**src/logic/soc_pkg.sv**
```systemverilog
/*
 * shared definitions for the peripheral subsystem
 *   vector types for addresses, data, strobes and characters
 *   address map, uart baud and timer prescaler constants
 *   decoder and uart state enums
 */
package soc_pkg;

    // vector types
    typedef logic [31:0] addr_t;
    typedef logic [31:0] data_t;
    typedef logic [3:0]  strb_t;
    typedef logic [7:0]  byte_t;

    ////////////////////////////////////////////////////////////
    // word ram, 4 KiB at the bottom of the map
    localparam int    RAM_WORDS   = 1024;
    localparam int    RAM_INDEX_W = $clog2(RAM_WORDS);
    localparam addr_t RAM_END     = addr_t'(RAM_WORDS * 4);

    typedef logic [RAM_INDEX_W-1:0] ram_index_t;

    ////////////////////////////////////////////////////////////
    // uart registers and bit timing
    localparam addr_t UART_TX_ADDR  = 32'h1000_0000;
    localparam addr_t UART_RX_ADDR  = 32'h1000_0004;
    localparam addr_t UART_LSR_ADDR = 32'h1000_0008;
    localparam int    CLKS_PER_BIT  = 8;
    localparam int    BAUD_CNT_W    = $clog2(CLKS_PER_BIT);

    ////////////////////////////////////////////////////////////
    // machine timer, mtime at +0/+4 and mtimecmp at +8/+12
    localparam addr_t TIMER_BASE  = 32'h1100_0000;
    localparam int    TIMER_DIV   = 4;
    localparam int    TIMER_DIV_W = $clog2(TIMER_DIV);

    // read-only clock frequency register
    localparam addr_t FREQ_ADDR  = 32'h1200_0000;
    localparam data_t SYS_CLK_HZ = 32'd25_000_000;

    // decoder target
    typedef enum logic [2:0] {
        sel_none,
        sel_ram,
        sel_uart,
        sel_timer,
        sel_freq,
        sel_fault
    } slave_sel_e;

    typedef enum logic [1:0] {tx_idle, tx_start, tx_data, tx_stop} tx_state_e;
    typedef enum logic [1:0] {rx_idle, rx_start, rx_data, rx_stop} rx_state_e;

endpackage
```
**src/logic/mem_bus_if.sv**
```systemverilog
/*
 * valid/ready memory bus
 *   request fields from the master, read data and ready from the slave
 *   master and slave modports
 */
interface mem_bus_if;
    import soc_pkg::*;

    // request side
    logic  valid;
    addr_t addr;
    data_t wdata;
    strb_t wstrb;

    // response side, ready is a single-cycle pulse
    data_t rdata;
    logic  ready;

    modport master (
        output valid,
        output addr,
        output wdata,
        output wstrb,
        input  rdata,
        input  ready
    );

    modport slave (
        input  valid,
        input  addr,
        input  wdata,
        input  wstrb,
        output rdata,
        output ready
    );

endinterface

```
**src/logic/core_timer.sv**
```systemverilog
/*
 * machine timer
 *   prescaled 64-bit mtime, 64-bit mtimecmp written in halves
 *   registered timer interrupt
 */
module core_timer (
    input  logic     clk,
    input  logic     resetn,
    mem_bus_if.slave bus,
    output logic     timer_irq
);
    import soc_pkg::*;

    logic [63:0]            mtime;
    logic [63:0]            mtimecmp;
    logic [TIMER_DIV_W-1:0] div_cnt;
    logic                   req;
    logic                   wr;

    assign req = bus.valid && !bus.ready;
    assign wr  = |bus.wstrb;

    ////////////////////////////////////////////////////////////
    // prescaler, mtime ticks every TIMER_DIV clocks
    always_ff @(posedge clk) begin
        if (!resetn) begin
            div_cnt <= '0;
            mtime   <= '0;
        end else if (div_cnt == TIMER_DIV_W'(TIMER_DIV - 1)) begin
            div_cnt <= '0;
            mtime   <= mtime + 64'd1;
        end else begin
            div_cnt <= div_cnt + 1'b1;
        end
    end

    // compare register, all ones keeps the interrupt off
    always_ff @(posedge clk) begin
        if (!resetn) begin
            mtimecmp <= '1;
        end else if (req && wr) begin
            case (bus.addr[3:2])
                2'd2:    mtimecmp[31:0]  <= bus.wdata;
                2'd3:    mtimecmp[63:32] <= bus.wdata;
                default: mtimecmp        <= mtimecmp;
            endcase
        end
    end

    ////////////////////////////////////////////////////////////
    // bus response
    always_ff @(posedge clk) begin
        if (!resetn) begin
            bus.ready <= 1'b0;
            timer_irq <= 1'b0;
        end else begin
            bus.ready <= req;
            timer_irq <= mtime >= mtimecmp;
        end
    end

    always_ff @(posedge clk) begin
        if (req) begin
            case (bus.addr[3:2])
                2'd0:    bus.rdata <= data_t'(mtime[31:0]);
                2'd1:    bus.rdata <= data_t'(mtime[63:32]);
                2'd2:    bus.rdata <= data_t'(mtimecmp[31:0]);
                default: bus.rdata <= data_t'(mtimecmp[63:32]);
            endcase
        end
    end

endmodule

```
**src/flat_wrapper.sv**
```systemverilog
// flat-port wrapper written by rule: the top's interface ports become plain ports
module core_timer_flat import soc_pkg::*;
  (clk, resetn, timer_irq, bus_valid, bus_addr, bus_wdata, bus_wstrb, bus_rdata, bus_ready);
  mem_bus_if bus_i ();
  input  logic clk;
  input  logic resetn;
  output logic timer_irq;
  input wire logic [$bits(bus_i.valid)-1:0] bus_valid;
  input wire logic [$bits(bus_i.addr)-1:0] bus_addr;
  input wire logic [$bits(bus_i.wdata)-1:0] bus_wdata;
  input wire logic [$bits(bus_i.wstrb)-1:0] bus_wstrb;
  output wire logic [$bits(bus_i.rdata)-1:0] bus_rdata;
  output wire logic [$bits(bus_i.ready)-1:0] bus_ready;
  assign bus_i.valid = bus_valid;
  assign bus_i.addr = bus_addr;
  assign bus_i.wdata = bus_wdata;
  assign bus_i.wstrb = bus_wstrb;
  assign bus_rdata = bus_i.rdata;
  assign bus_ready = bus_i.ready;
  core_timer u_core (.clk(clk), .resetn(resetn), .bus(bus_i), .timer_irq(timer_irq));
endmodule
```
**config.mk**
```make
export PLATFORM = sky130hd
export DESIGN_NAME = core_timer_flat
export DESIGN_NICKNAME = d
export VERILOG_FILES = /design/src/logic/soc_pkg.sv /design/src/logic/mem_bus_if.sv /design/src/logic/core_timer.sv /design/src/flat_wrapper.sv
export SDC_FILE = /design/constraint.sdc
export NUM_CORES = 1
export LEC_CHECK = 0
export BUFFER_PORTS_ARGS = -buffer_cell sky130_fd_sc_hd__buf_2
export CAP_MARGIN = 20
export CORE_MARGIN = 10
export CORE_UTILIZATION = 40
export DETAILED_ROUTE_END_ITERATION = 16
export GPL_TIMING_DRIVEN = 0
export MAX_ROUTING_LAYER = met4
export PLACE_DENSITY = 0.68
export SLEW_MARGIN = 5
export SYNTH_ARGS = -nofsm -noshare
export SYNTH_HDL_FRONTEND = slang
export SYNTH_SLANG_ARGS = --single-unit
```
**constraint.sdc**
```tcl
create_clock -name clk -period 6.35 [get_ports clk]
set_clock_uncertainty 0.15 [all_clocks]
set_input_delay 0.9525 -clock clk [delete_from_list [all_inputs] [get_ports clk]]
set_output_delay 0.9525 -clock clk [all_outputs]
set_load 0.01 [all_outputs]
```
==> impl_metrics.env <==
export IMPL_outcome="complete, no violations"
export IMPL_setup_tns_ns=0
export IMPL_met3_usage_pct=3.25
export IMPL_hp_class="reg -> reg"
export IMPL_cts_buffers=17
export IMPL_antenna_cells=0
export IMPL_syn_inst=867
export IMPL_drt_pass1_iterations=5
export IMPL_final_layout_size_suffix_gt1_share_pct=15.9
export IMPL_vias=6815
export IMPL_clk_latency_ns=0.44
export IMPL_synth_cell_types=55
export IMPL_grtUsageTotal_pct=17.3
export IMPL_routed_wl_um=23600
export IMPL_crit_fanout=16
export IMPL_grt_util_met2_pct=27.3
export IMPL_setup_viol=0
export IMPL_dp_cells=1216
export IMPL_ys_ff_latch=164
export IMPL_leakage_nw=4.46
export IMPL_worst_pin_slew_ns=1.09
export IMPL_met1_usage_pct=21.9
export IMPL_io_pins=105
export IMPL_finish_net_count=1098
export IMPL_fmax_mhz=303
export IMPL_synth_most_common_cell="dfxtp_1"
export IMPL_fin_crit_ns=3.30
export IMPL_fin_crit_sh_pct=52.0
export IMPL_hold_slack_ns=0.294
export IMPL_coreArea_mm2=0.0211
export IMPL_cts_tree="yes"
export IMPL_synth_area_leaders="dfxtp_1 31%, edfxtp_1 11%, ha_1 9.6%"
export IMPL_p_per_area_mw_per_mm2=240
export IMPL_dieWidth_um=166
export IMPL_syn_area_mm2=0.00858
export IMPL_setup_worst_path_class="in -> reg"
export IMPL_grt_busiest_layer="met2"
export IMPL_synth_edff_count=32
export IMPL_syn_avg_cell_area_um2=9.89
export IMPL_die_y_um=166
export IMPL_hpwl_um=17900
export IMPL_cts_setup_buffers=0
export IMPL_reg2reg_slack_ns=3.33
export IMPL_synth_top_cell_area_share_pct=30.8
export IMPL_worst_path_max_delay_cell="nor2_1"
export IMPL_cts_buffer_depth=2
export IMPL_area_delta_synth_final_pct=16.2
export IMPL_hold_viol_final=0
export IMPL_clkSinkCount=164
export IMPL_hold_buffers=0
export IMPL_gr_total_overflow=0
export IMPL_ys_seq_area_share_pct=42.0
export IMPL_grt_max_degree=20
export IMPL_via_per_inst=5.46
export IMPL_cts_resized=0
export IMPL_antenna_found_initial=0
export IMPL_route_detailed_drc=0
export IMPL_crit_arrival_ns=3.43
export IMPL_place_gp_congestion=0.865
export IMPL_root_buffer="clkbuf_16"
export IMPL_synth_nets=1004
export IMPL_synth_common_cells="132 x dfxtp_1, 105 x nand2_1, 75 x inv_1"
export IMPL_row_count=53
export IMPL_finalNonFillerCells=1249
export IMPL_maxSlewViolCount=0
export IMPL_peakVddDrop_mv=0.128
export IMPL_drt_iter0_markers=487
export IMPL_die_area_mm2=0.0277
export IMPL_crit_chain="buf_2, nor2b_4, nand3_1, nor2_1, clkbuf_1, o211ai_1"
export IMPL_end_kind="register"
export IMPL_yosysWarningCount=0
export IMPL_critPathRequiredTime_ns=6.48
export IMPL_relSlewSlack_pct=27.4
export IMPL_path_clk_slew_ns=0.07
export IMPL_dp_slack_ns=2.60
export IMPL_route_detailed_wl_per_inst_um=18.9
export IMPL_crit_buf_inv=2
export IMPL_path_delay_family="simple AND/OR/NAND/NOR gates"
export IMPL_ant_nets=0
export IMPL_cpPeakStageDelay_ns=0.82
export IMPL_fin_ws_ns=3.05
export IMPL_port_buffers=71
export IMPL_synth_top_area_cell="dfxtp_1"
export IMPL_finalPower_w=0.00239
export IMPL_grt_pass1_vias=6570
export IMPL_synth_ff_type="dfxtp_1"
export IMPL_drv_cap=0
export IMPL_rsz0062_at_grt="no"
export IMPL_cts_htree_levels=4
export IMPL_startpoint_type="primary input"
export IMPL_grt_pass1_wl_um=37100
export IMPL_async_flop_share_pct=0
export IMPL_initial_core_util_pct=40.7
[cells by family after synthesis]
group	synth area share, %
flops	42.0
mux	8.80
compound gates	10.9
xor+xnor	5.00
buf+inv	5.34
simple gates	18.3
fa+ha+maj	9.63
[report_power, final]
part	internal [W]	leakage, nW	switching [W]	total, W
Clock	0.000643	0.300	0.000442	0.00109
Combinational	0.0000767	2.78	0.000110	0.000187
Sequential	0.00110	1.38	0.0000141	0.00112
[cell usage in the layout, fill, tap and decap left out, types with 11 or more instances in the layout]
cell / count
clkbuf_1: 30
xnor2_1: 32
o21ai_0: 21
buf_2: 74
clkbuf_16: 18
nor2_1: 24
o211ai_1: 63
and2_1: 47
edfxtp_1: 32
dfxtp_1: 132
nand4_1: 21
ha_1: 66
nor3_1: 14
a21oi_1: 24
xor2_1: 17
mux4_2: 31
inv_1: 75
nand2_1: 105
or3_1: 13
a21boi_0: 11
nand3_1: 37
[cell type report]
class / instances / area [µm²]
inverters: 75 / 282
clock buffers: 20 / 458
clock inverters: 12 / 154
well taps: 275 / 344
fillers: 2016 / 11100
multi-input cells: 588 / 4520
plain buffers: 40 / 176
repair buffers: 75 / 424
flip-flops and latches: 164 / 3600
[layer usage]
metal,share of wire (%),up-vias
li1,-,3288
met1,45,3331
met2,48,167
met3,5.3,29
met4,2.1,0
met5,0,-
[registers in the layout, summed over array words and instances (netlist names)]
| register | count |
|---|---|
| u_core.mtime | 64 |
| u_core.mtimecmp | 64 |
| u_core.bus.rdata | 32 |
| u_core.div_cnt | 2 |
| u_core.bus.ready | 1 |
| u_core.timer_irq | 1 |
[final timing paths]
| path | depth (start not counted) | from | endpoint |
|---|---|---|---|
| max | 6 | bus_valid | u_core.mtimecmp[14]$_SDFFE_PN1P_ |
| min | 1 | u_core.div_cnt[0]$_SDFF_PP0_ | u_core.div_cnt[0]$_SDFF_PP0_ |
| max reg2reg | 5 | u_core.bus.ready$_SDFF_PN0_ | u_core.mtimecmp[14]$_SDFFE_PN1P_ |
| min reg2reg | 1 | u_core.div_cnt[0]$_SDFF_PP0_ | u_core.div_cnt[0]$_SDFF_PP0_ |
[through the flow]
stage               utilization [%]  instance area [µm²]
detailed placement             44.3                 9340
global route                   47.3                 9970
finish                         47.3                 9970
global placement               44.0                 9280
floorplan                         -                 8580
CTS                            47.2                 9950
No activity file was read; power rests on OpenSTA's default activity.
