### src/logic/soc_pkg.sv
/*
 * shared definitions for the peripheral subsystem
 *   vector types for addresses, data, strobes and characters
 *   address map, uart baud and timer prescaler constants
 *   decoder and uart state enums
 */
package soc_pkg;

    // vector types
    typedef logic [31:0] addr_t;
    typedef logic [31:0] data_t;
    typedef logic [3:0]  strb_t;
    typedef logic [7:0]  byte_t;

    ////////////////////////////////////////////////////////////
    // word ram, 4 KiB at the bottom of the map
    localparam int    RAM_WORDS   = 1024;
    localparam int    RAM_INDEX_W = $clog2(RAM_WORDS);
    localparam addr_t RAM_END     = addr_t'(RAM_WORDS * 4);

    typedef logic [RAM_INDEX_W-1:0] ram_index_t;

    ////////////////////////////////////////////////////////////
    // uart registers and bit timing
    localparam addr_t UART_TX_ADDR  = 32'h1000_0000;
    localparam addr_t UART_RX_ADDR  = 32'h1000_0004;
    localparam addr_t UART_LSR_ADDR = 32'h1000_0008;
    localparam int    CLKS_PER_BIT  = 8;
    localparam int    BAUD_CNT_W    = $clog2(CLKS_PER_BIT);

    ////////////////////////////////////////////////////////////
    // machine timer, mtime at +0/+4 and mtimecmp at +8/+12
    localparam addr_t TIMER_BASE  = 32'h1100_0000;
    localparam int    TIMER_DIV   = 4;
    localparam int    TIMER_DIV_W = $clog2(TIMER_DIV);

    // read-only clock frequency register
    localparam addr_t FREQ_ADDR  = 32'h1200_0000;
    localparam data_t SYS_CLK_HZ = 32'd25_000_000;

    // decoder target
    typedef enum logic [2:0] {
        sel_none,
        sel_ram,
        sel_uart,
        sel_timer,
        sel_freq,
        sel_fault
    } slave_sel_e;

    typedef enum logic [1:0] {tx_idle, tx_start, tx_data, tx_stop} tx_state_e;
    typedef enum logic [1:0] {rx_idle, rx_start, rx_data, rx_stop} rx_state_e;

endpackage
### src/logic/mem_bus_if.sv
/*
 * valid/ready memory bus
 *   request fields from the master, read data and ready from the slave
 *   master and slave modports
 */
interface mem_bus_if;
    import soc_pkg::*;

    // request side
    logic  valid;
    addr_t addr;
    data_t wdata;
    strb_t wstrb;

    // response side, ready is a single-cycle pulse
    data_t rdata;
    logic  ready;

    modport master (
        output valid,
        output addr,
        output wdata,
        output wstrb,
        input  rdata,
        input  ready
    );

    modport slave (
        input  valid,
        input  addr,
        input  wdata,
        input  wstrb,
        output rdata,
        output ready
    );

endinterface

### src/logic/uart_regs.sv
/*
 * uart register block
 *   tx, rx and line-status registers on the bus
 *   transmitter and receiver instances
 */
module uart_regs (
    input  logic     clk,
    input  logic     resetn,
    mem_bus_if.slave bus,
    output logic     tx_out,
    input  logic     rx_in
);
    import soc_pkg::*;

    logic  req;
    logic  wr;
    logic  tx_sel;
    logic  rx_sel;
    logic  lsr_sel;
    logic  respond;
    logic  tx_start;
    logic  tx_idle;
    logic  rx_pop;
    logic  byte_waiting;
    byte_t rx_byte;

    assign req     = bus.valid && !bus.ready;
    assign wr      = |bus.wstrb;
    assign tx_sel  = bus.addr[3:2] == UART_TX_ADDR[3:2];
    assign rx_sel  = bus.addr[3:2] == UART_RX_ADDR[3:2];
    assign lsr_sel = bus.addr[3:2] == UART_LSR_ADDR[3:2];

    // a tx write is held off until the transmitter is free
    assign tx_start = req && wr && tx_sel && tx_idle;
    assign respond  = req && !(wr && tx_sel && !tx_idle);
    assign rx_pop   = req && !wr && rx_sel;

    always_ff @(posedge clk) begin
        if (!resetn) begin
            bus.ready <= 1'b0;
        end else begin
            bus.ready <= respond;
        end
    end

    // read data, tx and writes read back zero
    always_ff @(posedge clk) begin
        if (respond) begin
            if (wr) begin
                bus.rdata <= '0;
            end else if (rx_sel) begin
                bus.rdata <= data_t'(rx_byte);
            end else if (lsr_sel) begin
                bus.rdata <= data_t'({tx_idle, 4'b0000, byte_waiting});
            end else begin
                bus.rdata <= '0;
            end
        end
    end

    uart_tx u_tx (
        .clk    (clk),
        .resetn (resetn),
        .start  (tx_start),
        .tx_byte(bus.wdata[7:0]),
        .tx_out (tx_out),
        .idle   (tx_idle)
    );

    uart_rx u_rx (
        .clk         (clk),
        .resetn      (resetn),
        .rx_in       (rx_in),
        .pop         (rx_pop),
        .rx_byte     (rx_byte),
        .byte_waiting(byte_waiting)
    );

    // transmitter goes busy right after a start, and no second start follows
    assert property (@(posedge clk) disable iff (!resetn)
        tx_start |=> (!tx_idle && !tx_start));

endmodule

### src/logic/uart_rx.sv
/*
 * uart receiver
 *   two-flop input synchroniser, start detect, mid-bit sampling
 *   one-byte holding register with a waiting flag
 */
module uart_rx (
    input  logic           clk,
    input  logic           resetn,
    input  logic           rx_in,
    input  logic           pop,
    output soc_pkg::byte_t rx_byte,
    output logic           byte_waiting
);
    import soc_pkg::*;

    rx_state_e             state;
    logic                  rx_meta;
    logic                  rx_sync;
    logic [BAUD_CNT_W-1:0] clk_cnt;
    logic [2:0]            bit_cnt;
    byte_t                 shift;
    logic                  half_end;
    logic                  bit_end;

    assign half_end = clk_cnt == BAUD_CNT_W'(CLKS_PER_BIT / 2 - 1);
    assign bit_end  = clk_cnt == BAUD_CNT_W'(CLKS_PER_BIT - 1);

    // line idles high
    always_ff @(posedge clk) begin
        if (!resetn) begin
            rx_meta <= 1'b1;
            rx_sync <= 1'b1;
        end else begin
            rx_meta <= rx_in;
            rx_sync <= rx_meta;
        end
    end

    // data bits arrive lsb first
    always_ff @(posedge clk) begin
        if (state == rx_data && bit_end) begin
            shift <= {rx_sync, shift[7:1]};
        end
        if (state == rx_stop && bit_end) begin
            rx_byte <= shift;
        end
    end

    always_ff @(posedge clk) begin
        if (!resetn) begin
            state        <= rx_idle;
            clk_cnt      <= '0;
            bit_cnt      <= '0;
            byte_waiting <= 1'b0;
        end else begin
            if (pop) begin
                byte_waiting <= 1'b0;
            end
            clk_cnt <= clk_cnt + 1'b1;
            case (state)
                rx_idle: begin
                    clk_cnt <= '0;
                    if (!rx_sync) begin
                        state <= rx_start;
                    end
                end
                rx_start: begin
                    // glitch shorter than half a bit goes back to idle
                    if (half_end) begin
                        clk_cnt <= '0;
                        bit_cnt <= '0;
                        state   <= rx_sync ? rx_idle : rx_data;
                    end
                end
                rx_data: begin
                    if (bit_end) begin
                        clk_cnt <= '0;
                        bit_cnt <= bit_cnt + 1'b1;
                        if (bit_cnt == 3'd7) begin
                            state <= rx_stop;
                        end
                    end
                end
                rx_stop: begin
                    if (bit_end) begin
                        state        <= rx_idle;
                        byte_waiting <= 1'b1;
                    end
                end
                default: state <= rx_idle;
            endcase
        end
    end

endmodule

### src/logic/uart_tx.sv
/*
 * uart transmitter
 *   start bit, 8 data bits lsb first, one stop bit
 */
module uart_tx (
    input  logic           clk,
    input  logic           resetn,
    input  logic           start,
    input  soc_pkg::byte_t tx_byte,
    output logic           tx_out,
    output logic           idle
);
    import soc_pkg::*;

    tx_state_e             state;
    logic [BAUD_CNT_W-1:0] clk_cnt;
    logic [2:0]            bit_cnt;
    byte_t                 shift;
    logic                  bit_end;

    assign bit_end = clk_cnt == BAUD_CNT_W'(CLKS_PER_BIT - 1);
    assign idle    = state == tx_idle;

    // character shifts out from the bottom
    always_ff @(posedge clk) begin
        if (idle && start) begin
            shift <= tx_byte;
        end else if (state == tx_data && bit_end) begin
            shift <= shift >> 1;
        end
    end

    always_ff @(posedge clk) begin
        if (!resetn) begin
            state   <= tx_idle;
            tx_out  <= 1'b1;
            clk_cnt <= '0;
            bit_cnt <= '0;
        end else begin
            clk_cnt <= (idle || bit_end) ? '0 : clk_cnt + 1'b1;
            case (state)
                tx_idle: begin
                    if (start) begin
                        state  <= tx_start;
                        tx_out <= 1'b0;
                    end
                end
                tx_start: begin
                    if (bit_end) begin
                        state   <= tx_data;
                        tx_out  <= shift[0];
                        bit_cnt <= '0;
                    end
                end
                tx_data: begin
                    if (bit_end) begin
                        if (bit_cnt == 3'd7) begin
                            state  <= tx_stop;
                            tx_out <= 1'b1;
                        end else begin
                            bit_cnt <= bit_cnt + 1'b1;
                            tx_out  <= shift[1];
                        end
                    end
                end
                tx_stop: begin
                    if (bit_end) begin
                        state <= tx_idle;
                    end
                end
                default: state <= tx_idle;
            endcase
        end
    end

endmodule

### src/flat_wrapper.sv
// flat-port wrapper written by rule: the top's interface ports become plain ports
module uart_regs_flat import soc_pkg::*;
  (clk, resetn, tx_out, rx_in, bus_valid, bus_addr, bus_wdata, bus_wstrb, bus_rdata, bus_ready);
  mem_bus_if bus_i ();
  input  logic clk;
  input  logic resetn;
  output logic tx_out;
  input  logic rx_in;
  input wire logic [$bits(bus_i.valid)-1:0] bus_valid;
  input wire logic [$bits(bus_i.addr)-1:0] bus_addr;
  input wire logic [$bits(bus_i.wdata)-1:0] bus_wdata;
  input wire logic [$bits(bus_i.wstrb)-1:0] bus_wstrb;
  output wire logic [$bits(bus_i.rdata)-1:0] bus_rdata;
  output wire logic [$bits(bus_i.ready)-1:0] bus_ready;
  assign bus_i.valid = bus_valid;
  assign bus_i.addr = bus_addr;
  assign bus_i.wdata = bus_wdata;
  assign bus_i.wstrb = bus_wstrb;
  assign bus_rdata = bus_i.rdata;
  assign bus_ready = bus_i.ready;
  uart_regs u_core (.clk(clk), .resetn(resetn), .bus(bus_i), .tx_out(tx_out), .rx_in(rx_in));
endmodule
### config.mk
export PLATFORM = sky130hd
export DESIGN_NAME = uart_regs_flat
export DESIGN_NICKNAME = d
export VERILOG_FILES = /design/src/logic/soc_pkg.sv /design/src/logic/mem_bus_if.sv /design/src/logic/uart_regs.sv /design/src/logic/uart_rx.sv /design/src/logic/uart_tx.sv /design/src/flat_wrapper.sv
export SDC_FILE = /design/constraint.sdc
export NUM_CORES = 1
export LEC_CHECK = 0
export BUFFER_PORTS_ARGS = -buffer_cell sky130_fd_sc_hd__buf_2
export CAP_MARGIN = 20
export CELL_PAD_IN_SITES_DETAIL_PLACEMENT = 1
export CELL_PAD_IN_SITES_GLOBAL_PLACEMENT = 2
export CORE_UTILIZATION = 29
export CTS_CLUSTER_SIZE = 28
export DETAILED_ROUTE_END_ITERATION = 6
export PLACE_DENSITY = 0.84
export SETUP_SLACK_MARGIN = 0.1
export SYNTH_ARGS = -nofsm -noshare
export SYNTH_HDL_FRONTEND = slang
export SYNTH_SLANG_ARGS = --single-unit
### constraint.sdc
create_clock -name clk -period 2.4 [get_ports clk]
set_clock_uncertainty 0.1 [all_clocks]
set_input_delay 0.36 -clock clk [delete_from_list [all_inputs] [get_ports clk]]
set_output_delay 0.36 -clock clk [all_outputs]
set_load 0.05 [all_outputs]
==> results.md <==
- Total GRT Usage: 0.0937
- Gr ovfl total: 0
- Period minus WS final: 1.84 ns
- Combinational family with the most area after synthesis: simple AND/OR/NAND/NOR gates
- Setup violators final: 0
- Worst VDD drop: 207 uV
- Worst hold margin: 0.133 ns
- Int Pwr: roughly 1.3 mW
- Status: finished clean
- Postcts setup bufs: 0
- Fin. max-slew vios: 0
- Register bit total from synthesis: between 50 and 60
- Htree depth: 2
- Tcrit/Tclk final: 0.769
- Starting Density: 0.301
- Clk slew on worst S/H paths: 0.11 ns
- CTS tree: done
- CTS Buf Count: 5
- Post-cts sizing count: 0
- Site Rows: 33
- Syn Inst Count: 207
- Layout cell share with drive strength beyond 1: 0.212
- IO buf count: 27
- Top cells by area, synth: edfxtp_1 39%, dfxtp_1 17%, ha_1 7.6%
- Core Util, Final: 0.332
- Post-DP HPWL: 3020 um
- Commonest non-fill, non-tap cell in the layout: edfxtp_1
- Die H: 94.5 um
- Total wire length: 4120 um
- Leakage Power: 1.10 nW
- Vias post-DR: 1488
- Register area share after synthesis: 0.556
- Compound-Gate Fraction of Synth Area: 0.0847
- Commonest non-fill, non-tap cells in the layout: 32 x edfxtp_1, 27 x buf_2, 24 x conb_1
- CP max FO: 9
- Final TNS setup: 0 ns
- Crit path required time: 2.28 ns
- Fmax: 542 MHz
- Sink Count: 53
- DRC errors left: 0
- Fin nets: 322
- Mux contribution to synthesized area: 0.0444
- CTS root buf: clkbuf_8
- CP max-delay cell: nand2_1
- Hold Violations, Final: 0
- Final GP Congestion: 0.664
- Crit path kind: register to register
- Core Area: 8260 um^2
- Startpoint types: register
- Pwr dens: 725 nW/um^2
- Post-synthesis cell type count: 40
- Critical Path End Type: register
- Detailed-route wire length per cell: ~12 um
- Die area: 8930 um^2
- CP Buf/Inv Count: 1
- Top Ports: 106
- Max incr delay on CP: 0.37 ns
- Cell type with the largest total area after synthesis: edfxtp_1
- N_diodes: 0
- Worst slew pin tran: 0.500 ns
- Synthesized area per cell: ~12 um^2
- Max-Cap Viols: 0
- DRT iter0 DRCs: 35
- Yosys synthesis warning count: 0
- Worst skew pair latency: 0.31 ns
- Arrival time worst endpoint: 1.73 ns
- Simple logic cell fraction of the synthesized area: 0.144
- Comb power frac: 0.206
- Pre-Repair DR Iteration Count: 4
- Sequential Power Share: 0.520
- Slew margin rel.: 0.666
- Initial antenna violation count: 0
- HP Class: input port to register
- Largest net degree at the start of global routing: 21
- Post-DRT Antenna Nets: 0
- Chip width: 94.5 um
- Routed vias/inst: 4.36
- Clock share of power: 0.274
- Psw: 0.643 mW
- Sw frac: 0.324
- Mapped Area: 2480 um^2
- Family with the most delay on the worst path: simple AND/OR/NAND/NOR gates
- Hold Buf Count CTS: 0
- P&R area growth vs syn: 10.3%
- Post-Synth Adder-Cell Area: 0.0756
- Clock Tree Buf Depth: 2
- RSZ-0062 raised after global routing: false
- First-pass GRT wire length: approximately 6600 um
- Top-area cell type share of the netlist area: 0.387
- Vias in the first global route: around 1400
- Critical-path cell list: inv_1 -> ha_1 -> nand3_2 -> nand2_1
- Synth Area in XOR/XNOR: 0
## per-layer routing
metal  routed length (um)  global-route usage  vias to the layer above
li1                     -                   -                      739
met1                 1930               0.115                      707
met2                 2000               0.164                       37
met3                  122              0.0145                        5
met4                   59              0.0379                        0
met5                    0                   0                        -
## through the flow
| step | std cells | instance area, um^2 | worst slack (ns) | total power [mW] |
|---|---|---|---|---|
| 6_report | 341 | 2740 | 0.555 | 1.99 |
| 3_3_place_gp | 333 | 2640 | 0.393 | 1.45 |
| 5_1_grt | 341 | 2740 | 0.368 | 2.07 |
| 4_1_cts | 341 | 2740 | 0.499 | 2.00 |
| 3_5_place_dp | 333 | 2640 | 0.374 | 1.46 |
| 2_1_floorplan | 230 | 2570 | 0.592 | 1.41 |
## cell type report
class	instances	area, um^2
multi-input cells	140	956
inverters	6	22.5
clock inverters	3	28.8
well taps	105	131
clock buffers	5	68.8
flip-flops and latches	53	1380
repair buffers	29	150
fillers	922	5520
## synthesized netlist by cell type, drive strengths merged
cell type	instances
o21a	2
o41a	1
o21ai	6
a22oi	5
ha	15
o221ai	1
a31oi	2
a21oi	3
a2bb2oi	1
and3b	1
o31a	1
nand3b	2
inv	6
a211oi	1
a21boi	3
clkbuf	5
nand3	1
a22o	1
nor4bb	1
nand2b	4
nor2b	12
nand2	17
mux2i	2
and3	7
conb	1
edfxtp	32
nor3	1
o22ai	1
o311ai	1
nor2	6
mux2	8
buf	26
and2	5
nor4	1
nor4b	1
dfxtp	21
or4	1
nor3b	2
## worst paths after layout
path | startpoint | endpoint | slack, ns | cells after the start
worst max register to register | u_core.u_tx.state[0] | u_core.u_tx.shift[0] | 0.56 | 4
worst max-delay path | u_core.u_tx.state[0] | u_core.u_tx.shift[0] | 0.56 | 4
worst min-delay path | rx_in | u_core.u_rx.rx_meta | 0.13 | 2
worst min register to register | u_core.u_rx.rx_meta | u_core.u_rx.rx_sync | 0.32 | 1
## power by group through the flow
stage	clock, mW	sequential (mW)	combinational, mW
after floorplan	0	1.12	0.292
after global placement	0	1.05	0.403
after detailed placement	0	1.06	0.409
after CTS	0.556	1.03	0.412
after global routing	0.584	1.04	0.441
final	0.543	1.03	0.410
## logic make-up (layout without fill, tap and decap cells)
| kind of cell | after synthesis | count (layout) |
|---|---|---|
| other | 1 | 24 |
| and+or+nand+nor | 62 | 62 |
| adders and majority gates | 15 | 15 |
| AOI/OAI and AO/OA | 29 | 29 |
| muxes | 10 | 10 |
| buffers and inverters | 37 | 43 |
| DFF | 53 | 53 |
## flip-flops by register name, summed over array words and instances (netlist names), named ones only
| signal | cells |
|---|---|
| u_core.u_rx.byte_waiting | 1 |
| u_core.u_rx.clk_cnt | 3 |
| u_core.bus.rdata | 8 |
| u_core.u_rx.bit_cnt | 3 |
| u_core.u_tx.clk_cnt | 3 |
| u_core.u_rx.rx_meta | 1 |
| u_core.u_rx.state | 1 |
| u_core.u_tx.bit_cnt | 3 |
| u_core.u_rx.rx_sync | 1 |
| u_core.u_rx.rx_byte | 8 |
| u_core.u_tx.tx_out | 1 |
| u_core.u_rx.shift | 8 |
| u_core.bus.ready | 1 |
| u_core.u_tx.state | 2 |
| u_core.u_tx.shift | 8 |
Power figures use the tool's default switching activity.
