$ cat config.mk
export PLATFORM = sky130hd
export DESIGN_NAME = bus_decoder_flat
export DESIGN_NICKNAME = d
export VERILOG_FILES = /design/src/logic/soc_pkg.sv /design/src/logic/mem_bus_if.sv /design/src/logic/bus_decoder.sv /design/src/flat_wrapper.sv
export SDC_FILE = /design/constraint.sdc
export NUM_CORES = 1
export LEC_CHECK = 0
export BUFFER_PORTS_ARGS = -buffer_cell sky130_fd_sc_hd__buf_2
export CORE_AREA = 3 3 160 162
export DETAILED_ROUTE_END_ITERATION = 7
export DIE_AREA = 0 0 163 165
export HOLD_SLACK_MARGIN = 0.08
export PLACE_DENSITY = 0.47
export SYNTH_ARGS = -nofsm -noshare
export SYNTH_HDL_FRONTEND = slang
export SYNTH_SLANG_ARGS = --single-unit
$ cat constraint.sdc
create_clock -name clk -period 2.9 [get_ports clk]
set_clock_uncertainty 0.15 [all_clocks]
set_input_delay 0.58 -clock clk [delete_from_list [all_inputs] [get_ports clk]]
set_output_delay 0.58 -clock clk [all_outputs]
set_load 0.05 [all_outputs]
$ cat src/logic/soc_pkg.sv
/*
 * shared definitions for the peripheral subsystem
 *   vector types for addresses, data, strobes and characters
 *   address map, uart baud and timer prescaler constants
 *   decoder and uart state enums
 */
package soc_pkg;

    // vector types
    typedef logic [31:0] addr_t;
    typedef logic [31:0] data_t;
    typedef logic [3:0]  strb_t;
    typedef logic [7:0]  byte_t;

    ////////////////////////////////////////////////////////////
    // word ram, 4 KiB at the bottom of the map
    localparam int    RAM_WORDS   = 1024;
    localparam int    RAM_INDEX_W = $clog2(RAM_WORDS);
    localparam addr_t RAM_END     = addr_t'(RAM_WORDS * 4);

    typedef logic [RAM_INDEX_W-1:0] ram_index_t;

    ////////////////////////////////////////////////////////////
    // uart registers and bit timing
    localparam addr_t UART_TX_ADDR  = 32'h1000_0000;
    localparam addr_t UART_RX_ADDR  = 32'h1000_0004;
    localparam addr_t UART_LSR_ADDR = 32'h1000_0008;
    localparam int    CLKS_PER_BIT  = 8;
    localparam int    BAUD_CNT_W    = $clog2(CLKS_PER_BIT);

    ////////////////////////////////////////////////////////////
    // machine timer, mtime at +0/+4 and mtimecmp at +8/+12
    localparam addr_t TIMER_BASE  = 32'h1100_0000;
    localparam int    TIMER_DIV   = 4;
    localparam int    TIMER_DIV_W = $clog2(TIMER_DIV);

    // read-only clock frequency register
    localparam addr_t FREQ_ADDR  = 32'h1200_0000;
    localparam data_t SYS_CLK_HZ = 32'd25_000_000;

    // decoder target
    typedef enum logic [2:0] {
        sel_none,
        sel_ram,
        sel_uart,
        sel_timer,
        sel_freq,
        sel_fault
    } slave_sel_e;

    typedef enum logic [1:0] {tx_idle, tx_start, tx_data, tx_stop} tx_state_e;
    typedef enum logic [1:0] {rx_idle, rx_start, rx_data, rx_stop} rx_state_e;

endpackage
$ cat src/logic/mem_bus_if.sv
/*
 * valid/ready memory bus
 *   request fields from the master, read data and ready from the slave
 *   master and slave modports
 */
interface mem_bus_if;
    import soc_pkg::*;

    // request side
    logic  valid;
    addr_t addr;
    data_t wdata;
    strb_t wstrb;

    // response side, ready is a single-cycle pulse
    data_t rdata;
    logic  ready;

    modport master (
        output valid,
        output addr,
        output wdata,
        output wstrb,
        input  rdata,
        input  ready
    );

    modport slave (
        input  valid,
        input  addr,
        input  wdata,
        input  wstrb,
        output rdata,
        output ready
    );

endinterface

$ cat src/logic/bus_decoder.sv
/*
 * bus interconnect
 *   address decode and request steering to ram, uart and timer
 *   response multiplexing back to the host
 *   local frequency register and fault response for unmapped addresses
 */
module bus_decoder (
    input  logic      clk,
    input  logic      resetn,
    mem_bus_if.slave  host,
    mem_bus_if.master ram_bus,
    mem_bus_if.master uart_bus,
    mem_bus_if.master timer_bus,
    output logic      fault
);
    import soc_pkg::*;

    slave_sel_e sel;
    logic       local_req;
    logic       local_ready;

    // address classification
    always_comb begin
        if (!host.valid) begin
            sel = sel_none;
        end else if (host.addr < RAM_END) begin
            sel = sel_ram;
        end else if (host.addr == UART_TX_ADDR || host.addr == UART_RX_ADDR ||
                     host.addr == UART_LSR_ADDR) begin
            sel = sel_uart;
        end else if (host.addr[31:4] == TIMER_BASE[31:4]) begin
            sel = sel_timer;
        end else if (host.addr == FREQ_ADDR) begin
            sel = sel_freq;
        end else begin
            sel = sel_fault;
        end
    end

    ////////////////////////////////////////////////////////////
    // request steering, valid drops once the response is back
    assign ram_bus.valid   = (sel == sel_ram) && !host.ready;
    assign uart_bus.valid  = (sel == sel_uart) && !host.ready;
    assign timer_bus.valid = (sel == sel_timer) && !host.ready;

    assign ram_bus.addr    = host.addr;
    assign ram_bus.wdata   = host.wdata;
    assign ram_bus.wstrb   = host.wstrb;
    assign uart_bus.addr   = host.addr;
    assign uart_bus.wdata  = host.wdata;
    assign uart_bus.wstrb  = host.wstrb;
    assign timer_bus.addr  = host.addr;
    assign timer_bus.wdata = host.wdata;
    assign timer_bus.wstrb = host.wstrb;

    // frequency and fault answer one cycle after the request
    assign local_req = (sel == sel_freq || sel == sel_fault) && !local_ready;

    always_ff @(posedge clk) begin
        if (!resetn) begin
            local_ready <= 1'b0;
        end else begin
            local_ready <= local_req;
        end
    end

    ////////////////////////////////////////////////////////////
    // response mux, no added latency
    always_comb begin
        host.ready = 1'b0;
        host.rdata = '0;
        fault      = 1'b0;
        case (sel)
            sel_ram: begin
                host.ready = ram_bus.ready;
                host.rdata = ram_bus.rdata;
            end
            sel_uart: begin
                host.ready = uart_bus.ready;
                host.rdata = uart_bus.rdata;
            end
            sel_timer: begin
                host.ready = timer_bus.ready;
                host.rdata = timer_bus.rdata;
            end
            sel_freq: begin
                host.ready = local_ready;
                host.rdata = SYS_CLK_HZ;
            end
            sel_fault: begin
                host.ready = local_ready;
                fault      = local_ready;
            end
            default: begin
                host.ready = 1'b0;
            end
        endcase
    end

    // only one responder at a time
    assert property (@(posedge clk) disable iff (!resetn)
        $onehot0({ram_bus.ready, uart_bus.ready, timer_bus.ready, local_ready}));

    // every response follows a request from the previous cycle
    assert property (@(posedge clk) disable iff (!resetn)
        host.ready |-> $past(host.valid));

endmodule

$ cat src/flat_wrapper.sv
// flat-port wrapper written by rule: the top's interface ports become plain ports
module bus_decoder_flat import soc_pkg::*;
  (clk, resetn, fault, host_valid, host_addr, host_wdata, host_wstrb, host_rdata, host_ready, ram_bus_valid, ram_bus_addr, ram_bus_wdata, ram_bus_wstrb, ram_bus_rdata, ram_bus_ready, uart_bus_valid, uart_bus_addr, uart_bus_wdata, uart_bus_wstrb, uart_bus_rdata, uart_bus_ready, timer_bus_valid, timer_bus_addr, timer_bus_wdata, timer_bus_wstrb, timer_bus_rdata, timer_bus_ready);
  mem_bus_if host_i ();
  mem_bus_if ram_bus_i ();
  mem_bus_if uart_bus_i ();
  mem_bus_if timer_bus_i ();
  input  logic clk;
  input  logic resetn;
  output logic fault;
  input wire logic [$bits(host_i.valid)-1:0] host_valid;
  input wire logic [$bits(host_i.addr)-1:0] host_addr;
  input wire logic [$bits(host_i.wdata)-1:0] host_wdata;
  input wire logic [$bits(host_i.wstrb)-1:0] host_wstrb;
  output wire logic [$bits(host_i.rdata)-1:0] host_rdata;
  output wire logic [$bits(host_i.ready)-1:0] host_ready;
  output wire logic [$bits(ram_bus_i.valid)-1:0] ram_bus_valid;
  output wire logic [$bits(ram_bus_i.addr)-1:0] ram_bus_addr;
  output wire logic [$bits(ram_bus_i.wdata)-1:0] ram_bus_wdata;
  output wire logic [$bits(ram_bus_i.wstrb)-1:0] ram_bus_wstrb;
  input wire logic [$bits(ram_bus_i.rdata)-1:0] ram_bus_rdata;
  input wire logic [$bits(ram_bus_i.ready)-1:0] ram_bus_ready;
  output wire logic [$bits(uart_bus_i.valid)-1:0] uart_bus_valid;
  output wire logic [$bits(uart_bus_i.addr)-1:0] uart_bus_addr;
  output wire logic [$bits(uart_bus_i.wdata)-1:0] uart_bus_wdata;
  output wire logic [$bits(uart_bus_i.wstrb)-1:0] uart_bus_wstrb;
  input wire logic [$bits(uart_bus_i.rdata)-1:0] uart_bus_rdata;
  input wire logic [$bits(uart_bus_i.ready)-1:0] uart_bus_ready;
  output wire logic [$bits(timer_bus_i.valid)-1:0] timer_bus_valid;
  output wire logic [$bits(timer_bus_i.addr)-1:0] timer_bus_addr;
  output wire logic [$bits(timer_bus_i.wdata)-1:0] timer_bus_wdata;
  output wire logic [$bits(timer_bus_i.wstrb)-1:0] timer_bus_wstrb;
  input wire logic [$bits(timer_bus_i.rdata)-1:0] timer_bus_rdata;
  input wire logic [$bits(timer_bus_i.ready)-1:0] timer_bus_ready;
  assign host_i.valid = host_valid;
  assign host_i.addr = host_addr;
  assign host_i.wdata = host_wdata;
  assign host_i.wstrb = host_wstrb;
  assign host_rdata = host_i.rdata;
  assign host_ready = host_i.ready;
  assign ram_bus_valid = ram_bus_i.valid;
  assign ram_bus_addr = ram_bus_i.addr;
  assign ram_bus_wdata = ram_bus_i.wdata;
  assign ram_bus_wstrb = ram_bus_i.wstrb;
  assign ram_bus_i.rdata = ram_bus_rdata;
  assign ram_bus_i.ready = ram_bus_ready;
  assign uart_bus_valid = uart_bus_i.valid;
  assign uart_bus_addr = uart_bus_i.addr;
  assign uart_bus_wdata = uart_bus_i.wdata;
  assign uart_bus_wstrb = uart_bus_i.wstrb;
  assign uart_bus_i.rdata = uart_bus_rdata;
  assign uart_bus_i.ready = uart_bus_ready;
  assign timer_bus_valid = timer_bus_i.valid;
  assign timer_bus_addr = timer_bus_i.addr;
  assign timer_bus_wdata = timer_bus_i.wdata;
  assign timer_bus_wstrb = timer_bus_i.wstrb;
  assign timer_bus_i.rdata = timer_bus_rdata;
  assign timer_bus_i.ready = timer_bus_ready;
  bus_decoder u_core (.clk(clk), .resetn(resetn), .host(host_i), .ram_bus(ram_bus_i), .uart_bus(uart_bus_i), .timer_bus(timer_bus_i), .fault(fault));
endmodule
==> flow_metrics.py, run 1 <==
metrics = {
    "status": {
        "status": "finished with violations",
        "violations": "setup timing",
    },
    "yosys": {
        "synth_top_area_share_pct": 58.3,
        "synth_most_common_cell": "buf_4",
        "syn_nets": 528,
        "synth_top_area_cell": "buf_4",
        "yosys.cell_types.count": 35,
        "ys_warn_count": 0,
        "ys_seq_area_share_pct": 0.730,
        "synthTopCellsByCount": "buf_4 (213), nand3_1 (24), and3_1 (23)",
        "synthTopCellsByArea": "buf_4 (58%), a221o_1 (7.3%), o311ai_2 (5.3%), and3_1 (5.2%), nand3_1 (4.4%)",
        "synth_top_flop_cell": "dfxtp_1",
        "synth_seq_cells": 1,
        "async_flop_share_pct": 0,
        "synthesis.area_mm2": 0.00274,
        "avgSynthCellArea_um2": 7.66,
        "synth_edf_count": 0,
        "syn_inst": 358,
    },
    "global_route": {
        "use_met1_pct": 10.1,
        "grt.overflow.total": 0,
        "use_met3_pct": 2.28,
        "grt_pass1_wl_mm": 18.7,
        "grt.busiest_layer": "met2",
        "grt_max_degree": 22,
        "antenna_found_initial": 4,
        "use_met2_pct": 17.7,
        "grtUsageTotal_pct": 9.34,
        "grt_pass1_vias": 2804,
    },
    "sta": {
        "fin_crit_sh_pct": 102,
        "worst_slack_ns": -0.0547,
        "setup_viol": 25,
        "fmax_mhz": 338,
        "drv_slew": 0,
        "post-route-min-period_ns": 2.95,
        "slew_headroom_pct": 74.2,
        "rsz0062_at_grt": "yes",
        "hold_ws_ns": 0.394,
        "finalHoldViolCount": 0,
        "tightest_slew_ns": 0.387,
        "setup_tns_ns": -0.501,
    },
    "critical_path": {
        "rr_worst_depth": 2,
        "path_cells": "buf_8, or3_4, buf_6, or2_4, a21boi_4, clkbuf_16, o311ai_4, buf_12",
        "r2r_end": "u_core.local_ready",
        "slowest_stage": "or3_4",
        "critPathMaxFanout": 6,
        "crit_path_end_kind": "output pin",
        "critPathMaxStageDelay_ns": 0.41,
        "crit_buf_inv": 4,
        "crit_family": "simple AND/OR/NAND/NOR gates",
        "reg2reg_setup_slack_ns": 2.14,
        "crit_path_start_kind": "primary input",
        "required_ns": 2.17,
        "arrival_ns": 2.22,
        "reg2reg_from": "u_core.local_ready",
        "crit_type": "in -> out",
    },
    "layout": {
        "syn_to_final_growth_pct": 54.9,
        "multi_input_area_mm2": 0.00139,
        "regMostFlops": "u_core.local_ready",
        "layout-drive-gt1-share_pct": 80.7,
        "ff_latch_area_um2": 20.0,
        "fin_area_mm2": 0.00425,
        "biggestRegsByFlops": "u_core.local_ready: 1 flops",
        "fillers": 2763,
        "largest_reg_flops": 1,
        "fin_nets": 634,
        "fin_util_pct": 17.5,
        "n_antenna_cell": 0,
    },
    "power": {
        "seq_power_share_pct": 2.6,
        "p_clk_share_pct": 0,
        "power.leakage_nw": 2.00,
        "p_int_mw": 0.193,
        "combPwrFrac_pct": 97.4,
        "power.switching_mw": 0.386,
        "powerDensity_mw_per_mm2": 136,
        "vdd_drop_max_mv": 0.104,
        "switching_share_pct": 66.7,
    },
    "detailed_routing": {
        "routedWlPerCell_um": 18.6,
        "drt-total-wl_mm": 14.7,
        "viasPerCell": 3.66,
        "vias": 2877,
        "first_pass_iters": 6,
        "drt_iter0_drc": 132,
        "ant_nets": 0,
        "drc": 0,
    },
    "place": {
        "place_congestion": 0.760,
        "place_ws_ns": -0.492,
        "port_buffers": 266,
        "placed_area_mm2": 0.00344,
        "post-dp-hpwl_mm": 11.0,
    },
    "floorplanning": {
        "dieArea_mm2": 0.0269,
        "die_h_um": 165,
        "initial_core_util_pct": 11.3,
        "dieWidth_um": 163,
        "io_pins": 411,
        "coreArea_mm2": 0.0242,
        "num_rows": 57,
    },
    "hold_path": {
        "hp-class": "reg -> reg",
        "whs_path_depth": 2,
        "hp-start": "u_core.local_ready",
        "hold_end": "u_core.local_ready",
    },
    "clock_tree": {
        "clk_latency_ns": 0,
        "clk_pin_slew_ns": 0,
        "cts_hold_buf": 0,
    },
    "job": {
        "max_cap_viol_count": 0,
    },
}
## cell families after synthesis
| kind of cell | after synthesis | share of synthesized area, % |
|---|---|---|
| flip-flops | 1 | 0.730 |
| buffers and inverters | 227 | 60.8 |
| multiplexers | 1 | 0.365 |
| AO/OA/AOI/OAI | 53 | 20.8 |
| AND/OR/NAND/NOR | 76 | 17.3 |
## layout by cell type (no fill, tap or decap), types with 4 or more instances in the layout
master	n
buf_8	5
and3_1	15
nor3_1	4
clkbuf_16	5
nor4_4	5
buf_4	42
a22o_1	12
buf_6	39
nand3_1	19
buf_2	220
o311ai_4	12
a221o_1	20
buf_12	16
nand3_2	5
and3_4	8
nand4_1	5
## per-layer routing
metal | up-vias | wire length, µm
li1 | 1279 | -
met1 | 1333 | 5230
met2 | 196 | 7530
met3 | 61 | 1280
met4 | 8 | 560
met5 | - | 55
## stage by stage
| stage | instances | power, mW |
|---|---|---|
| after floorplan | 358 | 0.814 |
| after global placement | 773 | 0.548 |
| after detailed placement | 773 | 0.549 |
| after CTS | 783 | 0.575 |
| after global routing | 786 | 0.606 |
| final | 786 | 0.579 |
## power by group through the flow
stage	clock (mW)	sequential, mW	combinational, mW
after floorplan	0	0.0151	0.799
after global placement	0	0.0152	0.533
after detailed placement	0	0.0152	0.533
after CTS	0	0.0152	0.560
after global routing	0	0.0153	0.591
final	0	0.0152	0.564
## layout make-up
class	count	area share (%)
inverters	2	0.177
well taps	324	9.54
multi-input cells	130	32.6
repair buffers	329	57.2
flip-flops and latches	1	0.471
## worst max path at each step
stage / depth (start not counted) / endpoint / from
floorplan: 5 / host_rdata[11] / host_addr[24]
global placement: 8 / host_rdata[0] / host_addr[17]
detailed placement: 8 / host_rdata[0] / host_addr[17]
CTS: 9 / host_rdata[17] / host_addr[13]
global route: 9 / host_rdata[15] / host_addr[26]
finish: 8 / host_rdata[13] / host_addr[31]
## tightest hold or removal path, cell delays in order (launching register included)
cell and delay, ns:
dfxtp_1 0.31, inv_1 0.06, o2111a_1 0.12
## timing repair
item	CTS	global route
resized for setup	101	33
pin swaps	17	17
setup buffers	7	1
setup endpoints to repair	37	35
cloned	4	4
(Power assumes the default switching activity.)
==> run 2: changes to the inputs <==
--- a/config.mk
+++ b/config.mk
@@ -6,11 +6,12 @@
 export NUM_CORES = 1
 export LEC_CHECK = 0
 export BUFFER_PORTS_ARGS = -buffer_cell sky130_fd_sc_hd__buf_2
+export CAP_MARGIN = 10
 export CORE_AREA = 3 3 160 162
 export DETAILED_ROUTE_END_ITERATION = 7
 export DIE_AREA = 0 0 163 165
 export HOLD_SLACK_MARGIN = 0.08
-export PLACE_DENSITY = 0.47
+export PLACE_DENSITY = 0.38
 export SYNTH_ARGS = -nofsm -noshare
 export SYNTH_HDL_FRONTEND = slang
 export SYNTH_SLANG_ARGS = --single-unit
==> run 2 against run 1 <==
Net effect:
- the flow still finishes with violations (setup timing)
- global-route usage is essentially flat
- largest cell class unchanged
- critical path depth is the same
- flip-flop and latch count is the same
- via count shrank 0.38%
- maximum frequency grew 1.5%
- combinational power is essentially flat
- die area is the same
- routed wire length grew 2.0%
- register-to-register slack is essentially flat
- first-iteration DRC count shrank 37%
==> flow_metrics.py, run 2 (synthesis gave the netlist of run 1 again) <==
metrics = {
    "sta": {
        "finalHoldViolCount": 0,
        "drv_slew": 0,
        "fin_crit_sh_pct": 100,
        "hold_ws_ns": 0.396,
        "rsz0062_at_grt": "yes",
        "worst_slack_ns": -0.0124,
        "setup_viol": 7,
        "post-route-min-period_ns": 2.91,
        "slew_headroom_pct": 72.3,
        "fmax_mhz": 343,
        "tightest_slew_ns": 0.416,
    },
    "job": {
        "max_cap_viol_count": 0,
    },
    "detailed_routing": {
        "drc": 0,
        "viasPerCell": 3.61,
        "routedWlPerCell_um": 18.9,
        "drt_iter0_drc": 83,
        "first_pass_iters": 4,
        "drt-total-wl_mm": 14.9,
        "vias": 2866,
        "ant_nets": 0,
    },
    "floorplanning": {
        "num_rows": 57,
        "coreArea_mm2": 0.0242,
        "initial_core_util_pct": 11.3,
        "dieWidth_um": 163,
        "dieArea_mm2": 0.0269,
        "io_pins": 411,
        "die_h_um": 165,
    },
    "layout": {
        "fin_util_pct": 17.6,
        "biggestRegsByFlops": "u_core.local_ready: 1 flops",
        "n_antenna_cell": 0,
        "fillers": 2767,
        "largest_reg_flops": 1,
        "final_cell_mix": "buf_2 (219), buf_4 (53), buf_6 (39)",
        "fin_cells": 793,
        "layout_commonest_cell": "buf_2",
        "layout-drive-gt1-share_pct": 80.6,
        "syn_to_final_growth_pct": 55.6,
        "fin_nets": 641,
        "regMostFlops": "u_core.local_ready",
    },
    "critical_path": {
        "crit_path_end_kind": "output pin",
        "arrival_ns": 2.18,
        "crit_path_start_kind": "primary input",
        "critPathMaxFanout": 5,
        "crit_type": "in -> out",
        "required_ns": 2.17,
    },
    "global_route": {
        "grt.overflow.total": 0,
        "grt_max_degree": 24,
        "grt_pass1_vias": 2741,
        "antenna_found_initial": 0,
        "grtUsageTotal_pct": 9.31,
        "grt_pass1_wl_mm": 18.6,
    },
    "clock_tree": {
        "clk_pin_slew_ns": 0,
        "clk_latency_ns": 0,
        "cts_hold_buf": 0,
    },
    "power": {
        "power.leakage_nw": 2.02,
        "vdd_drop_max_mv": 0.0929,
        "powerDensity_mw_per_mm2": 136,
    },
    "place": {
        "port_buffers": 266,
        "post-dp-hpwl_mm": 11.3,
        "place_inst": 777,
        "place_congestion": 0.714,
    },
    "status": {
        "violations": "setup timing",
        "status": "finished with violations",
    },
    "hold_path": {
        "hp-class": "reg -> reg",
    },
}
## run 2: cell types whose count changed in the layout (fill, tap and decap cells not counted), moves of 2 or more
cell	delta
and3_1	-3
and3_4	+3
nand3_1	+3
nand3_2	-3
buf_4	+11
buf_8	-2
## run 2: power breakdown
| group | internal [mW] | leakage (nW) | switching (mW) | total [mW] |
|---|---|---|---|---|
| Clock | 0 | 0 | 0 | 0 |
| Sequential | 0.0148 | 0.00829 | 0.000337 | 0.0152 |
| Combinational | 0.179 | 2.01 | 0.387 | 0.566 |
## run 2: path summary, 6_finish.rpt
path | from | cells after the start | slack, ns | end
worst min-delay path | u_core.local_ready | 2 | 0.40 | u_core.local_ready
worst max-delay path | host_addr[29] | 8 | -0.01 | host_rdata[9]
worst max register to register | u_core.local_ready | 2 | 2.14 | u_core.local_ready
worst min register to register | u_core.local_ready | 2 | 0.40 | u_core.local_ready
## run 2: final cells by class
type,count,area (µm²),share of cell area (%)
multi-input combinational,130,1380,32.3
inverter,2,7.51,0.176
sequential,1,20.0,0.469
timing repair buffer,336,2460,57.6
tap,324,405,9.50
## run 2: repair_timing
action	4_1_cts	5_1_grt
gates resized for setup	100	34
gates cloned	4	5
pin swaps	11	22
endpoints found under the setup margin	37	36
buffers inserted	4	5
## run 2: metal layers
| layer | wire, µm | part of all wire [%] | GRT usage [%] |
|---|---|---|---|
| met5 | 0 | 0 | 0 |
| met4 | 248 | 1.7 | 1.38 |
| met3 | 1440 | 9.6 | 2.16 |
| met2 | 8130 | 54 | 18.7 |
| met1 | 5130 | 34 | 10.0 |
## run 2: metrics by stage
step,power [mW],instance area (µm²),TNS (ns),setup WS [ns]
3_5_place_dp,0.554,3450,-13.24,-0.412
5_1_grt,0.607,4270,-2.40,-0.0927
3_3_place_gp,0.556,3450,-13.86,-0.443
2_1_floorplan,0.814,2770,-2.15,-0.217
6_report,0.581,4270,-0.0459,-0.0124
4_1_cts,0.574,4010,-1.32,-0.0624
## run 2: critical path, cell delays in order
cell and delay (ns):
buf_4 0.13, or3_4 0.40, nor4b_4 0.23, buf_6 0.21
buf_12 0.14, and3_4 0.16, a221o_1 0.16, buf_12 0.15
